--- src/elem_dsp_pkg.sv ---
// sample-side types: complex sample, buffered drive word, output sample
`default_nettype none

package elem_dsp_pkg;

	// one complex sample, both parts signed Q1.15
	typedef struct packed {
		logic signed [15:0] x; // in-phase
		logic signed [15:0] y; // quadrature
	} iq_t;

	// word held in the FIFO between sequencer and modulator
	typedef struct packed {
		iq_t  env;  // envelope sample read from the table
		iq_t  amp;  // complex amplitude of the owning command
		logic last; // final sample of the pulse
	} drive_word_t;

	// sample leaving the element
	typedef struct packed {
		iq_t  iq;
		logic last;
	} out_sample_t;

endpackage

`default_nettype wire

--- src/elem_cmd_pkg.sv ---
// command-side types: envelope address width, address type, command struct
`default_nettype none

package elem_cmd_pkg;

	// table holds 2**ENV_ADDR_W entries
	localparam int ENV_ADDR_W = 8;

	typedef logic [ENV_ADDR_W-1:0] env_addr_t;

	// one pulse request
	// env_len has one extra bit so a full table length fits
	typedef struct packed {
		env_addr_t         env_start; // first envelope entry, wraps at table end
		logic [ENV_ADDR_W:0] env_len; // number of samples, zero gives no output
		elem_dsp_pkg::iq_t amp;       // complex amplitude applied to every sample
	} elem_cmd_t;

endpackage

`default_nettype wire

--- src/pulse_sequencer.sv ---
// producer: command latch, wrapping envelope address counter, credit counter, push
`timescale 1ns/1ns
`default_nettype none

module pulse_sequencer #(
	parameter int FIFO_DEPTH = 4
) (
	input  logic                      elem,
	input  logic                      reset,
	input  elem_cmd_pkg::elem_cmd_t   cmd,
	input  logic                      cmd_valid,
	output logic                      cmd_ready,
	output elem_cmd_pkg::env_addr_t   rd_addr,
	input  elem_dsp_pkg::iq_t         rd_data,
	output logic                      push,
	output elem_dsp_pkg::drive_word_t push_word,
	input  logic                      credit_return
);

	localparam int CRED_W = $clog2(FIFO_DEPTH + 1);

	logic                                busy;
	elem_cmd_pkg::env_addr_t             addr_cnt;
	logic [elem_cmd_pkg::ENV_ADDR_W:0]   remain_cnt;
	elem_dsp_pkg::iq_t                   amp_r;
	logic [CRED_W-1:0]                   credit_cnt;
	logic                                issue;
	logic                                issue_d; // table data arrives this cycle
	logic                                last_d;

	assign cmd_ready = ~busy;

	// one address per cycle while samples remain and a FIFO slot is reserved
	assign issue = busy && (remain_cnt != '0) && (credit_cnt != '0);

	assign rd_addr = addr_cnt;

	always_ff @(posedge elem) begin
		if (reset) begin
			busy       <= 1'b0;
			remain_cnt <= '0;
		end else if (cmd_valid && cmd_ready) begin
			busy       <= 1'b1;
			remain_cnt <= cmd.env_len;
		end else if (busy && remain_cnt == '0) begin
			busy <= 1'b0; // final push is on the bus now, or the command was empty
		end else if (issue) begin
			remain_cnt <= remain_cnt - 1'b1;
		end
	end

	always_ff @(posedge elem) begin
		if (cmd_valid && cmd_ready) begin
			addr_cnt <= cmd.env_start;
			amp_r    <= cmd.amp;
		end else if (issue) begin
			addr_cnt <= addr_cnt + 1'b1; // wraps at table end
		end
	end

	// take a credit on issue, get one back per FIFO pop
	always_ff @(posedge elem) begin
		if (reset) begin
			credit_cnt <= CRED_W'(FIFO_DEPTH);
		end else begin
			case ({issue, credit_return})
				2'b10:   credit_cnt <= credit_cnt - 1'b1;
				2'b01:   credit_cnt <= credit_cnt + 1'b1;
				default: credit_cnt <= credit_cnt;
			endcase
		end
	end

	// delay the issue so it lines up with the table read
	always_ff @(posedge elem) begin
		if (reset) begin
			issue_d <= 1'b0;
			last_d  <= 1'b0;
		end else begin
			issue_d <= issue;
			last_d  <= issue && (remain_cnt == 1);
		end
	end

	assign push           = issue_d;
	assign push_word.env  = rd_data;
	assign push_word.amp  = amp_r;
	assign push_word.last = last_d;

endmodule

`default_nettype wire

--- config.mk ---
export PLATFORM = sky130hd
export DESIGN_NAME = pulse_sequencer
export DESIGN_NICKNAME = d
export VERILOG_FILES = /design/src/elem_dsp_pkg.sv /design/src/elem_cmd_pkg.sv /design/src/pulse_sequencer.sv
export SDC_FILE = /design/constraint.sdc
export NUM_CORES = 1
export LEC_CHECK = 0
export BUFFER_PORTS_ARGS = -buffer_cell sky130_fd_sc_hd__buf_4
export CAP_MARGIN = 40
export CORE_AREA = 2 2 83 85
export CTS_BUF_LIST = sky130_fd_sc_hd__clkbuf_8
export CTS_CLUSTER_SIZE = 25
export DETAILED_ROUTE_END_ITERATION = 12
export DIE_AREA = 0 0 85 87
export HOLD_SLACK_MARGIN = 0.08
export PLACE_DENSITY = 0.79
export RECOVER_POWER = 100
export SLEW_MARGIN = 20
export SYNTH_ARGS = -nofsm -noshare
export SYNTH_HDL_FRONTEND = slang
export SYNTH_SLANG_ARGS = --single-unit
--- constraint.sdc ---
create_clock -name elem -period 2.75 [get_ports elem]
set_input_delay 0.55 -clock elem [delete_from_list [all_inputs] [get_ports elem]]
set_output_delay 0.55 -clock elem [all_outputs]
set_load 0.03 [all_outputs]
[Word-level counts from Yosys, hierarchy flattened]
Index checks and enable logic that the tools add are counted.
Widths: inputs -> output; s select.
Word-level totals
  register bits after elaboration: 55
  input port bits: 85
  output and inout bits: 75
  logic and storage cells: 37
Operators by class
  $add $sub $neg: 4
  eq/ne operators: 4
  muxes and demuxes: 8
  bitwise operators: 1
  reductions and logical operators: 12
Operators by type and width (number)
  $mux 9: 3
  $mux 8: 2
  $eq 9x1->1 const B: 1
  $logic_not 9->1: 1
  $reduce_bool 9->1: 1
  $sub 9x1->9 const B: 1
  $add 8x1->8 const B: 1
  $pmux 3 s2: 1
  $reduce_bool 2->1: 3
  $logic_and 1x1->1: 5
  $add 3x1->3 const B: 1
  $reduce_bool 3->1: 1
  $sub 3x1->3 const B: 1
  $eq 2x1->1 const B: 1
  $eq 2x2->1 const B: 1
  $mux 1: 2
  $ne 2x1->1 const B: 1
  $reduce_and 2->1: 1
  $not 1->1: 1

[Depth between registers and ports, before layout]
  depth in word-level cells: 6
  mapped depth: 11
  mapped depth without buffers: 10

[Worst setup path after synthesis]
No wires, ideal clock.
  kind: input port to flip-flop
  start: input port cmd_valid
  end: register addr_cnt[6], in the netlist rd_addr[6] (data pin)
  library setup time: 0.316 ns
  arrival: 2.435 ns
  required time: 2.434 ns
  slack: 0.000 ns
  stages on the path: 6
  path buffers: 3
  cell sequence: nand2b_1 > buf_4 > inv_1 > clkbuf_1 > clkbuf_1 > o21ai_0
Between the ends
  word-level cells in the longest chain between the ends: 2
Ends and longest elaborated chain
  from (decl): RTL line pulse_sequencer.sv:11  | input logic cmd_valid,
  $logic_and 1x1->1: RTL line pulse_sequencer.sv:53  | if (cmd_valid && cmd_ready) begin
  $mux 8: RTL line pulse_sequencer.sv:53
  to (signal assigned): RTL line pulse_sequencer.sv:54  | addr_cnt <= cmd.env_start;
  to (signal assigned): RTL line pulse_sequencer.sv:57  | addr_cnt <= addr_cnt + 1'b1;
  to (decl): RTL line pulse_sequencer.sv:23  | elem_cmd_pkg::env_addr_t addr_cnt;
Every way passes these cells.
A chain may end at the register's enable or synchronous reset.

[Worst setup path after layout]
  start: register remain_cnt[5] (netlist bit)
  end: register credit_cnt[2]
Between the ends
  word-level cells in the longest chain between the ends: 5
  elaborated cells between the ends (all ways): 7
  those cells by class: eq/ne (2); mux (1); reduce/logical (4)
Ends and longest elaborated chain
  from (decl): RTL line pulse_sequencer.sv:24  | logic [elem_cmd_pkg::ENV_ADDR_W:0] remain_cnt;
  from (signal assigned): RTL line pulse_sequencer.sv:44  | remain_cnt <= cmd.env_len;
  from (signal assigned): RTL line pulse_sequencer.sv:48  | remain_cnt <= remain_cnt - 1'b1;
  $reduce_bool 9->1 *: RTL line pulse_sequencer.sv:34  | assign issue = busy && (remain_cnt != '0) && (credit_cnt != '0);
  $logic_and 1x1->1 * (2 in series): RTL line pulse_sequencer.sv:34
  $eq 2x1->1 / $eq 2x2->1 (equally long branches): RTL line pulse_sequencer.sv:66  | case ({issue, credit_return})
  $pmux 3 s2 / $reduce_bool 2->1 (equally long branches)
  to (signal assigned): RTL line pulse_sequencer.sv:67  | 2'b10: credit_cnt <= credit_cnt - 1'b1;
  to (signal assigned): RTL line pulse_sequencer.sv:68  | 2'b01: credit_cnt <= credit_cnt + 1'b1;
  to (signal assigned): RTL line pulse_sequencer.sv:69  | default: credit_cnt <= credit_cnt;
  to (decl): RTL line pulse_sequencer.sv:26  | logic [CRED_W-1:0] credit_cnt;
Every way passes the cells marked *; elsewhere a longest branch is shown, timed or not.

==> results.txt <==
Cell Pwr Density = 691 nW/um^2
RSZ-0062 raised after global routing = false
commonest non-fill, non-tap cells in the layout = 46 x clkbuf_1, 40 x edfxtp_1, 32 x clkbuf_4
H-tree levels = 2
Main synth FF type = edfxtp_1
worst hold path stage count = 1
Required @ worst endpoint = 2.94 ns
sequential share of power = 0.525
GRT overflow = 0
grt peak-use layer = met2
Placer Congestion = 0.804
Max FO, Critical Path = 5
Overall Global Routing Usage = 0.141
CP Class = register to register
Crit path depth = 9
Power, Total = 2.06 mW
Port Buf Inserts = 95
CTS root buf = clkbuf_8
switching fraction of total power = 0.330
IO Pins = 160
top cell type's share of synthesized area = 0.476
slowest CP cell = or3b_2
layout cell share with drive strength beyond 1 = 0.269
mux contribution to synthesized area = 0.00397
post-synth cell types = 42
Avg Inst Size Synth = 12.5 sq um
Die Wd = 85 microns
crit-path max cell delay = 0.47 ns
routed wire length = 5510 microns
final worst slack = 0.227 ns
CP Capture Type = register
Hold Crit Class = primary input to register
core area = 6570 sq um
Synth Area in XOR/XNOR = 0.0313
outcome = finished, final reports clean
largest family of logic cells by synthesized area = simple AND/OR/NAND/NOR gates
Die Y = 87 microns
Switch Pwr = 0.679 mW
Final Hold Viols = 0
Adder-Cell Fraction of Synth Area = 0.0327
CP Launch Type = register
Syn Std Cell Area = 2520 sq um
initial detailed-routing violation count = 47
Place WS = 0.188 ns
sequential-to-total area share from yosys stat = 0.595
CP most frequent cell = inv_1
Pint = 1.38 mW
Crit path max-delay family = simple AND/OR/NAND/NOR gates
Final TNS setup = 0 ns
starting density of the core = 0.384
GRT met1 Usage = 0.177
yosys warns = 0
Clock Path Buffers = 2
initial antenna violation count = 0
final-report setup violation count = 0
CP Data Arrival Time = 2.71 ns
relative slew slack = 0.175
vias = 1,734
CTS tree = built
Max-Cap Viols = 0
commonest non-fill, non-tap cell in the layout = clkbuf_1
post-detailed-route wirelength per cell = 15.7 microns
placed insts = 343
area leader, netlist = edfxtp_1
Post-synth EDFFs = 40
leakage = 1.14 nW
max-slew violations = 0
Hold Buf Count CTS = 0
# DRC = 0
number of setup buffers added after CTS = 0
Hold Worst Slack = 0.429 ns
Compound-Gate Fraction of Synth Area = 0.0699
Post-DRT Antenna Nets = 0
number of diodes = 0
area growth from synthesis to layout = 18.2%
Final Critical Period = 2.52 ns
Worst-Margin Slew = 1.24 ns
FF-to-FF path depth = 9
Synth Instances = 202
drt pass-1 iters = 4
CP cell instances = nor4_4 -> a31oi_1 -> inv_1 -> ha_1 -> inv_1 -> fa_1 -> xor2_1 -> o21ai_0 -> or3b_2
crit path buf inv count = 2
Worst-path clk slew = 0.10 ns
period utilization = 0.917
PostCTS Resize Cnt = 0
clock share of power = 0.223
clk_skew = 0.00838 ns
routed vias/inst = 4.94
total die area = 7400 sq um
post-synth net total = 293
Cell Rows = 30
cts bufs inserted = 5
met2 Use GR = 0.227
Comb pwr share = 0.251
Non-Filler Instances = 351
clk_lat worst skew = 0.31 ns
vias in the first global route = 1,587
largest net degree at the start of global routing = 39
final net count = 361
Worst VDD drop = 0.301 mV
Synth async-reset ratio = 0
dpl hpwl = 4080 microns
largest cells by area after synthesis = edfxtp_1 48%, dfxtp_1 12%, buf_4 10%, ha_1 2.5%, xor2_1 2.4%
register bit total from synthesis = 55
met3 Use GR = 0.0502
Clock Sinks = 55
Achievable Freq = 396 MHz
Post-Synth Simple-Gate Area = 0.136
global-route wire length before repair = 8200 microns
stage by stage:
stage	util	area, sq um
global route	0.454	2980
detailed placement	0.468	3080
CTS	0.482	3170
global placement	0.468	3080
finish	0.454	2980
floorplan	-	2520
cells in the mapped netlist (all sizes together), types with 5 or more instances:
| master | instances |
|---|---|
| a211oi | 6 |
| and3 | 5 |
| buf | 37 |
| dfxtp | 15 |
| edfxtp | 40 |
| ha | 5 |
| inv | 7 |
| nand2 | 10 |
| nand3 | 7 |
| nor2 | 16 |
| nor3 | 7 |
| nor4 | 7 |
| o21ai | 7 |
| xor2 | 7 |
worst paths after layout:
path / from / to / slack (ns)
setup / recovery: remain_cnt[5]$_SDFFE_PP0P_ / credit_cnt[2]$_SDFFE_PP1P_ / 0.23
hold / removal: cmd[5] / push_word[6]$_DFFE_PP_ / 0.43
setup reg to reg: remain_cnt[5]$_SDFFE_PP0P_ / credit_cnt[2]$_SDFFE_PP1P_ / 0.23
hold reg to reg: busy$_SDFFE_PP0P_ / busy$_SDFFE_PP0P_ / 0.56
power groups by stage:
stage | clock, mW | sequential, mW | combinational, mW
after global routing | 0.506 | 1.10 | 0.567
after detailed placement | 0 | 1.10 | 0.584
after CTS | 0.483 | 1.08 | 0.589
after global placement | 0 | 1.10 | 0.573
after floorplan | 0 | 1.21 | 0.341
final | 0.460 | 1.08 | 0.518
cell type report:
class                           count  area (sq um)
Fill cell                         646          3590
Sequential cell                    55          1500
Multi-Input combinational cell    100           678
Timing Repair Buffer              101           583
Tap cell                           80           100
Clock buffer                        5          68.8
Inverter                            7          26.3
Clock inverter                      3          22.5
kinds of logic (layout without fill, tap and decap cells):
logic type,after synthesis,in the layout
AO/OA/AOI/OAI,23,23
multiplexers,1,1
XOR/XNOR,9,9
adder cells (fa/ha/maj),6,6
buffers and inverters,47,116
AND/OR/NAND/NOR,61,61
flip-flops,55,55
registers in the layout (all words and copies together) (netlist names):
signal and flops:
busy 1, last_d 1, rd_addr 8, remain_cnt 9, push_word 32, push 1
credit_cnt 3
worst register-to-register path, delay by kind of cell (launching register included):
family	cells	cell delay (ns)
buffers and inverters	2	0.17
AOI/OAI and AO/OA	2	0.34
adders and majority gates	2	0.57
and+or+nand+nor	2	0.80
DFF	1	0.38
xor gates and xnor gates	1	0.17
layer usage:
metal,part of all wire,up-vias
li1,-,830
met1,0.42,787
met2,0.45,99
met3,0.12,18
met4,0.014,0
met5,0,-
Note: power is estimated with default switching activity, not from simulation.
