$ cat src/elem_dsp_pkg.sv
// sample-side types: complex sample, buffered drive word, output sample
`default_nettype none

package elem_dsp_pkg;

	// one complex sample, both parts signed Q1.15
	typedef struct packed {
		logic signed [15:0] x; // in-phase
		logic signed [15:0] y; // quadrature
	} iq_t;

	// word held in the FIFO between sequencer and modulator
	typedef struct packed {
		iq_t  env;  // envelope sample read from the table
		iq_t  amp;  // complex amplitude of the owning command
		logic last; // final sample of the pulse
	} drive_word_t;

	// sample leaving the element
	typedef struct packed {
		iq_t  iq;
		logic last;
	} out_sample_t;

endpackage

`default_nettype wire

$ cat src/credit_fifo.sv
// buffer: circular drive-word store with one credit pulse returned per pop
`timescale 1ns/1ns
`default_nettype none

module credit_fifo #(
	parameter int FIFO_DEPTH = 4
) (
	input  logic                      elem,
	input  logic                      reset,
	input  logic                      push,
	input  elem_dsp_pkg::drive_word_t push_word,
	output logic                      pop_valid,
	output elem_dsp_pkg::drive_word_t pop_word,
	input  logic                      pop_ready,
	output logic                      credit_return
);

	localparam int PTR_W  = $clog2(FIFO_DEPTH);
	localparam int FILL_W = $clog2(FIFO_DEPTH + 1);

	elem_dsp_pkg::drive_word_t mem [FIFO_DEPTH];
	logic [PTR_W-1:0]          wr_ptr;
	logic [PTR_W-1:0]          rd_ptr;
	logic [FILL_W-1:0]         fill;
	logic                      pop;

	// pointer step, also for depths that are not a power of two
	function automatic logic [PTR_W-1:0] next_ptr(input logic [PTR_W-1:0] ptr);
		next_ptr = (ptr == PTR_W'(FIFO_DEPTH - 1)) ? '0 : ptr + 1'b1;
	endfunction

	assign pop_valid = (fill != '0);
	assign pop_word  = mem[rd_ptr];
	assign pop       = pop_valid && pop_ready;

	always_ff @(posedge elem) begin
		if (push) begin
			mem[wr_ptr] <= push_word; // space is guaranteed by the credits
		end
	end

	always_ff @(posedge elem) begin
		if (reset) begin
			wr_ptr        <= '0;
			rd_ptr        <= '0;
			fill          <= '0;
			credit_return <= 1'b0;
		end else begin
			if (push) wr_ptr <= next_ptr(wr_ptr);
			if (pop)  rd_ptr <= next_ptr(rd_ptr);
			case ({push, pop})
				2'b10:   fill <= fill + 1'b1;
				2'b01:   fill <= fill - 1'b1;
				default: fill <= fill;
			endcase
			credit_return <= pop; // slot freed, hand it back
		end
	end

endmodule

`default_nettype wire

$ cat config.mk
export PLATFORM = sky130hd
export DESIGN_NAME = credit_fifo
export DESIGN_NICKNAME = d
export VERILOG_FILES = /design/src/elem_dsp_pkg.sv /design/src/credit_fifo.sv
export SDC_FILE = /design/constraint.sdc
export NUM_CORES = 1
export LEC_CHECK = 0
export BUFFER_PORTS_ARGS = -buffer_cell sky130_fd_sc_hd__clkbuf_2
export CORE_MARGIN = 2
export CORE_UTILIZATION = 59
export CTS_BUF_LIST = sky130_fd_sc_hd__clkbuf_4
export CTS_CLUSTER_DIAMETER = 100
export DETAILED_ROUTE_END_ITERATION = 10
export PLACE_DENSITY_LB_ADDON = 0.2
export RECOVER_POWER = 25
export SETUP_SLACK_MARGIN = 0.1
export SKIP_LAST_GASP = 1
export SYNTH_ARGS = -nofsm -noshare
export SYNTH_HDL_FRONTEND = slang
export SYNTH_SLANG_ARGS = --single-unit
$ cat constraint.sdc
create_clock -name elem -period 2.9 [get_ports elem]
set_clock_uncertainty 0.15 [all_clocks]
set_input_delay 0.435 -clock elem [delete_from_list [all_inputs] [get_ports elem]]
set_output_delay 0.435 -clock elem [all_outputs]
set_load 0.005 [all_outputs]
# After elaboration in Yosys (flattened, before gate mapping)
# Memories as Yosys holds them, arrays and structs flattened. A register that Yosys moved wholly into a read port is not among the register bits.
# Cells that the tools add are included.
dict set report word_totals {
  ff_bits 8
  memories 1
  ramBits 260
  in_bits 69
}
# name words width rd rd_clocked_by_memory_dff wr line
set memory_table {}
lappend memory_table {mem 4 65 1 1 1 credit_fifo.sv:21} ;# elem_dsp_pkg::drive_word_t mem [FIFO_DEPTH];
dict set report op_classes {
  muxes 7
  eq_ne 4
  n_reduce_logical 3
  addsub 4
}
# cell n
set op_table {}
lappend op_table {{$mux 2} 4}
lappend op_table {{$eq 2x2->1 const B} 3}
lappend op_table {{$pmux 3 s2} 1}
lappend op_table {{$add 2x1->2 const B} 2}
lappend op_table {{$add 3x1->3 const B} 1}
lappend op_table {{$reduce_bool 3->1} 1}
lappend op_table {{$sub 3x1->3 const B} 1}
lappend op_table {{$eq 2x1->1 const B} 1}
lappend op_table {{$mux 1} 2}
lappend op_table {{$reduce_bool 2->1} 1}
lappend op_table {{$logic_and 1x1->1} 1}

# Longest topological paths before layout
# Gate-level depths: netlist of run 1.
dict set report logic_depth {
  depth_word 4
  mapped_depth 8
  ltp_nobuf 8
}

# Least setup slack after synthesis of run 1
# No wires, ideal clock.
dict set report synth_timing {
  kind {register to register}
  start {register wr_ptr[0]}
  end {memory mem[3][0] (netlist name), enable pin}
  n_path_buf 0
  stages_incl_launch_ff 3
  arrival_ps 2078
  required_ps 2320
  slack_ps 243
  path_cell_list {dfxtp_1 > ha_1 > and2_1}
}
# element line
set synth_lines {}
lappend synth_lines {{start, declared} credit_fifo.sv:22} ;# logic [PTR_W-1:0] wr_ptr;
lappend synth_lines {{start signal, assigned} credit_fifo.sv:49} ;# if (push) wr_ptr <= next_ptr(wr_ptr);
lappend synth_lines {{end, declared} credit_fifo.sv:21}
# Straight into the memory's write port.

==> results of run 1 <==
==> sequential cells by signal, indices dropped and copies added, names as in the netlist, named ones only <==
| name | cells |
|---|---|
| mem | 260 |
| fill | 3 |
| rd_ptr | 2 |
| wr_ptr | 2 |
| credit_return | 1 |
==> where the power goes <==
| group | leakage [nW] | total (W) | internal [W] | switching [W] |
|---|---|---|---|---|
| clock | 0.457 | 0.00287 | 0.00148 | 0.00139 |
| combinational | 1.28 | 0.00153 | 0.000838 | 0.000693 |
| sequential | 2.47 | 0.00455 | 0.00447 | 0.0000849 |
==> final cells by class <==
cell class                      instances  area [um^2]
Multi-Input combinational cell         98         1725
Clock buffer                           94        705.7
Clock inverter                         14        52.55
Sequential cell                       270         8015
Tap cell                              220        275.3
Inverter                                7        26.28
Timing Repair Buffer                  213         1473
Fill cell                            1028         4252
==> worst max path at each step <==
stage	start	end	slack (ns)	depth (start not counted)
after detailed placement	pop_ready	fill[2]$_SDFFE_PP0P_	0.75	9
after CTS	flip-flop	pop_word[63]	0.11	3
after global routing	flip-flop	pop_word[30]	0.12	3
after floorplan	wr_ptr[0]$_SDFFE_PP0P_	mem[3][0]$_DFFE_PP_	0.24	2
final	flip-flop	pop_word[52]	0.28	3
after global placement	flip-flop	pop_word[63]	0.80	3
==> what timing repair did <==
| action | CTS | global route |
|---|---|---|
| buffers inserted | 0 | 1 |
| hold buffers | 67 | 0 |
| endpoints found under the setup margin | 0 | 35 |
| hold endpoints to repair | 270 | 0 |
| resized for setup | 0 | 1 |
==> critical path, stage by stage, from the launching register on <==
cell,delay [ns]
dfxtp_4,0.37
buf_12,0.32
mux4_2,0.58
clkbuf_2,0.13
==> logic make-up (layout without fill, tap and decap cells) <==
logic type | Yosys count | after routing | share of synthesized area, %
flip-flops | 270 | 270 | 80.84
multiplexers | 67 | 67 | 14.98
buffers and inverters | 22 | 328 | 1.844
AND/OR/NAND/NOR | 16 | 16 | 0.8210
adder cells (fa/ha/maj) | 7 | 7 | 0.9599
AO/OA/AOI/OAI | 6 | 6 | 0.3789
XOR/XNOR | 2 | 2 | 0.1769
==> cells in the final DEF (no fill, tap or decap) <==
cell type	n
a21oi_1	4
and2_4	4
buf_12	6
buf_16	1
buf_4	3
buf_6	1
clkbuf_1	44
clkbuf_2	91
clkbuf_4	94
clkinv_1	13
dfxtp_1	8
dfxtp_4	2
dlygate4sd3_1	67
edfxtp_1	260
fa_1	1
ha_1	6
inv_1	7
inv_2	1
mux2i_1	2
mux4_2	65
nand2_1	1
nor2_1	7
nor3b_1	1
o21ai_0	1
o31ai_2	1
or3_1	3
xor2_1	2
==> per-stage QoR <==
stage          power [W]  cells  util [%]
3_3_place_gp    0.006079    740     65.77
5_1_grt         0.009383    916     74.27
3_5_place_dp    0.006116    740     65.77
4_1_cts         0.009060    915     74.42
6_report        0.008950    916     74.27
2_1_floorplan   0.005625    390         -
==> per-layer routing <==
| layer | vias up | wire (um) | GRT usage [%] |
|---|---|---|---|
| met4 | 0 | 340 | 9.338 |
| met3 | 28 | 1227 | 6.164 |
| met5 | - | 0 | 0 |
| li1 | 2227 | - | - |
| met2 | 175 | 9284 | 34.97 |
| met1 | 2547 | 7212 | 25.79 |
==> results_dict.tcl, run 1 <==
set metrics [dict create \
    dr.pass1.iters 4 \
    cts.sinks 270 \
    hold_ws_ns 0.05678 \
    critPathKind "flip-flop to output port" \
    finalCritPeriodShare_pct 90.20 \
    die_h_um 133.6 \
    hold_depth 3 \
    ios 136 \
    grt_max_degree 44 \
    tightest_slew_ns 0.4876 \
    vias_per_cell 5.433 \
    dieArea_mm2 0.01784 \
    max-cap-violations 0 \
    ys_ff_latch 270 \
    slew_viol_final 0 \
    synth_area_leaders "edfxtp_1 (79%), mux4_2 (15%), dfxtp_1 (2.0%)" \
    rrSetupSlack_ns 0.80 \
    end_kind "output port" \
    hold_path.startpoint "push" \
    placed_area_mm2 0.01087 \
    antenna_left 0 \
    synth_commonest_cells "edfxtp_1 (260), mux4_2 (65), dfxtp_1 (10)" \
    drc_errors 0 \
    p_per_area_mw_per_mm2 729.2 \
    rows 47 \
    ir_drop_mv 0.4735 \
    synth_ff_type "edfxtp_1" \
    hold_path_end "wr_ptr[1]$_SDFFE_PP0P_" \
    synth-edff-count 260 \
    rsz0062_at_grt "no" \
    hpwl_um 10210 \
    path_clk_slew_ns 0.07 \
    numCtsBuffers 66 \
    synth_top_area_cell "edfxtp_1" \
    drt-initial-drc-count 333 \
    rr_endpoint "fill[2]$_SDFFE_PP0P_" \
    tns_ns 0 \
    routed_wl_um 18060 \
    slew-limit-headroom_pct 67.49 \
    worst_slack_ns 0.2843 \
    p_leak_nw 4.209 \
    clockBufferDepth 3 \
    core-area_mm2 0.01652 \
    synthToLayoutAreaGrowth_pct 23.90 \
    antenna_found_initial 0 \
    yosysSeqAreaShare_pct 80.84 \
    timing.fmax_mhz 382.3 \
    synth_cell_type_count 21 \
    min_period_ns 2.616 \
    grt.total_usage_pct 20.95 \
    setup_violations 0 \
    grt_pass1_wl_um 27840 \
    drive_above_1_share_pct 38.65 \
    n_antenna_cell 0 \
    first_global_vias 5372 \
    hold_path_class "primary input to flip-flop" \
    synth_cells 390 \
    vias 4977 \
    gp_congestion 0.7246 \
    yosys_warnings 0 \
    overflow 0 \
    final_area_mm2 0.01227 \
    outcome "finished, final reports clean" \
    critPathMaxFanout 43 \
    place_ws_ns 0.7489 \
    yosysTopAreaCellShare_pct 78.82 \
    required_ns 2.32 \
    syn_avg_cell_area_um2 25.40 \
    nets 732 \
    htreeDepth 3 \
    cp-start-kind "flip-flop" \
    portBuffers 135 \
    r2r_start "fill[1]$_SDFFE_PP0P_" \
    die_w_um 133.6 \
    worstSkewPairLatency_ns 0.61 \
    cp.arrival_ns 2.03 \
    async_flop_share_pct 0 \
    cts_tree "done" \
    clockRootBuffer "clkbuf_4" \
    initial_core_util_pct 59.95 \
    reg2reg_depth 8 \
    syn_area_mm2 0.009906 \
    hold_violations 0 \
    wire_per_inst_um 19.72 \
    syn_nets 466 \
    yosysMostFrequentCell "edfxtp_1" \
]
Power figures use the tool's default switching activity.
==> run 2, diff against run 1 <==
--- a/config.mk
+++ b/config.mk
@@ -5,12 +5,12 @@
 export SDC_FILE = /design/constraint.sdc
 export NUM_CORES = 1
 export LEC_CHECK = 0
-export BUFFER_PORTS_ARGS = -buffer_cell sky130_fd_sc_hd__clkbuf_2
 export CORE_MARGIN = 2
-export CORE_UTILIZATION = 59
+export CORE_UTILIZATION = 65
 export CTS_BUF_LIST = sky130_fd_sc_hd__clkbuf_4
 export CTS_CLUSTER_DIAMETER = 100
 export DETAILED_ROUTE_END_ITERATION = 10
+export DONT_BUFFER_PORTS = 1
 export PLACE_DENSITY_LB_ADDON = 0.2
 export RECOVER_POWER = 25
 export SETUP_SLACK_MARGIN = 0.1
==> results_dict.tcl, run 2 (synthesis gave the netlist of run 1 again) <==
set metrics [dict create \
    vias 4448 \
    cp_top_family "multiplexers" \
    r2r_start "fill[0]$_SDFFE_PP0P_" \
    htreeDepth 3 \
    place_ws_ns 0.8534 \
    tns_ns 0 \
    n_antenna_cell 0 \
    gr-max-usage-layer "met2" \
    cp_num_buf_inv 1 \
    cp.arrival_ns 2.04 \
    first_global_vias 4978 \
    core-area_mm2 0.01503 \
    synthToLayoutAreaGrowth_pct 17.20 \
    p_int_w 0.006690 \
    portBuffers 0 \
    dieArea_mm2 0.01624 \
    grt_max_degree 40 \
    use_met2_pct 36.58 \
    clockBufferDepth 3 \
    die_h_um 127.5 \
    drc_errors 0 \
    placed_area_mm2 0.01012 \
    mostFrequentLayoutCell "edfxtp_1" \
    holdBufCountCts 69 \
    cts_setup_buffers 0 \
    rsz0062_at_grt "no" \
    slew_viol_final 0 \
    finalCritPeriodShare_pct 90.69 \
    p_per_area_mw_per_mm2 752.9 \
    slew-limit-headroom_pct 64.19 \
    gp_congestion 0.7104 \
    use_met3_pct 8.082 \
    ir_drop_mv 0.6504 \
    grt_pass1_wl_um 26650 \
    drive_above_1_share_pct 31.61 \
    p_leak_nw 3.786 \
    initial_core_util_pct 65.89 \
    use_met1_pct 27.20 \
    slowest_delay_ns 0.63 \
    max-cap-violations 0 \
    vias_per_cell 5.947 \
    hold_path_class "primary input to flip-flop" \
    cts_tree "done" \
    antenna_left 0 \
    final_cell_mix "edfxtp_1 (260), clkbuf_4 (89), dlygate4sd3_1 (69)" \
    rr_endpoint "fill[2]$_SDFFE_PP0P_" \
    numCtsBuffers 66 \
    dr.pass1.iters 4 \
    worstSkewPairLatency_ns 0.61 \
    tightest_slew_ns 0.5372 \
    final_area_mm2 0.01161 \
    hpwl_um 9393 \
    clockRootBuffer "clkbuf_4" \
    critPathKind "flip-flop to output port" \
    outcome "finished, final reports clean" \
    stdcell_count 748 \
    nets 596 \
    power.total_w 0.008742 \
    reg2reg_depth 8 \
    timing.fmax_mhz 380.2 \
    crit_path_cell_trace "buf_4 > mux4_2" \
    grt.total_usage_pct 22.25 \
    hold_path_end "mem[3][57]$_DFFE_PP_" \
    routed_wl_um 17200 \
    hold_path.startpoint "push" \
    seqPwrFrac_pct 52.1 \
    drt-initial-drc-count 324 \
    overflow 0 \
    cp-start-kind "flip-flop" \
    min_period_ns 2.630 \
    combPwrFrac_pct 14.1 \
    hold_violations 0 \
    critPathMaxFanout 26 \
    cts.sinks 270 \
    rrSetupSlack_ns 0.86 \
    top_regs "mem x260, fill x3" \
    crit_slowest_cell "mux4_2" \
    required_ns 2.32 \
    rows 45 \
    end_kind "output port" \
    post_cts_resized 0 \
    regMostFlops "mem" \
    ios 136 \
    power_frac_clock_pct 33.8 \
    worst_slack_ns 0.2700 \
    path_clk_slew_ns 0.06 \
    die_w_um 127.5 \
    setup_violations 0 \
    largest_register_ffs 260 \
    wire_per_inst_um 22.99 \
    p_sw_share_pct 23.47 \
    hold_depth 1 \
    dp.cells 571 \
    antenna_found_initial 0 \
    switchingPower_w 0.002052 \
]
## run 2: cell types whose count changed in the layout (fill, tap and decap cells not counted), moves of 2 or more
| cell | before | now |
|---|---|---|
| inv_2 | 1 | 4 |
| clkbuf_4 | 94 | 89 |
| clkinv_2 | 0 | 2 |
| clkinv_1 | 13 | 11 |
| clkbuf_1 | 44 | 0 |
| clkbuf_2 | 91 | 0 |
| bufinv_16 | 0 | 2 |
| dlygate4sd3_1 | 67 | 69 |
## run 2: cell type report
type                            count  area [um^2]
Sequential cell                   270         8015
Fill cell                         799         3423
Multi-Input combinational cell     98         1725
Timing Repair Buffer               77        813.3
Clock buffer                       89        668.1
Tap cell                          188        235.2
Clock inverter                     19        126.4
Inverter                            7        26.28
## run 2: worst max-delay path by stage
stage                                     end  slack (ns)  cells after the start
after global routing             pop_word[59]        0.12                      2
after floorplan           mem[3][0]$_DFFE_PP_        0.24                      2
after detailed placement         pop_word[37]        0.85                      2
after global placement           pop_word[37]        0.85                      2
after CTS                        pop_word[37]        0.17                      2
final                            pop_word[37]        0.27                      2
## run 2: through the flow
| stage | utilization (%) | hold WS [ns] |
|---|---|---|
| 6_report | 77.23 | 0.1377 |
| 5_1_grt | 77.23 | 0.1118 |
| 4_1_cts | 77.23 | 0.09739 |
| 3_5_place_dp | 67.35 | 0.3467 |
| 3_3_place_gp | 67.35 | 0.3369 |
| 2_1_floorplan | - | 0.3134 |
## run 2: metal layers
metal,up-vias,part of all wire [%]
li1,1961,-
met1,2312,39
met2,149,52
met3,26,7.7
met4,0,1.9
met5,-,0
## run 2: worst register-to-register path, stage by stage, from the launching register on
cell     delay, ns
dfxtp_1       0.42
o31ai_2       0.13
inv_1         0.07
ha_1          0.17
inv_1         0.06
fa_1          0.38
xor2_1        0.16
or3_1         0.30
a21oi_1       0.14
## run 2: power groups by stage
stage / combinational, W / clock (W) / sequential, W
CTS: 0.00127 / 0.00303 / 0.00456
detailed placement: 0.00114 / 0 / 0.00464
floorplan: 0.00103 / 0 / 0.00460
finish: 0.00123 / 0.00295 / 0.00456
global route: 0.00134 / 0.00326 / 0.00457
global placement: 0.00112 / 0 / 0.00463
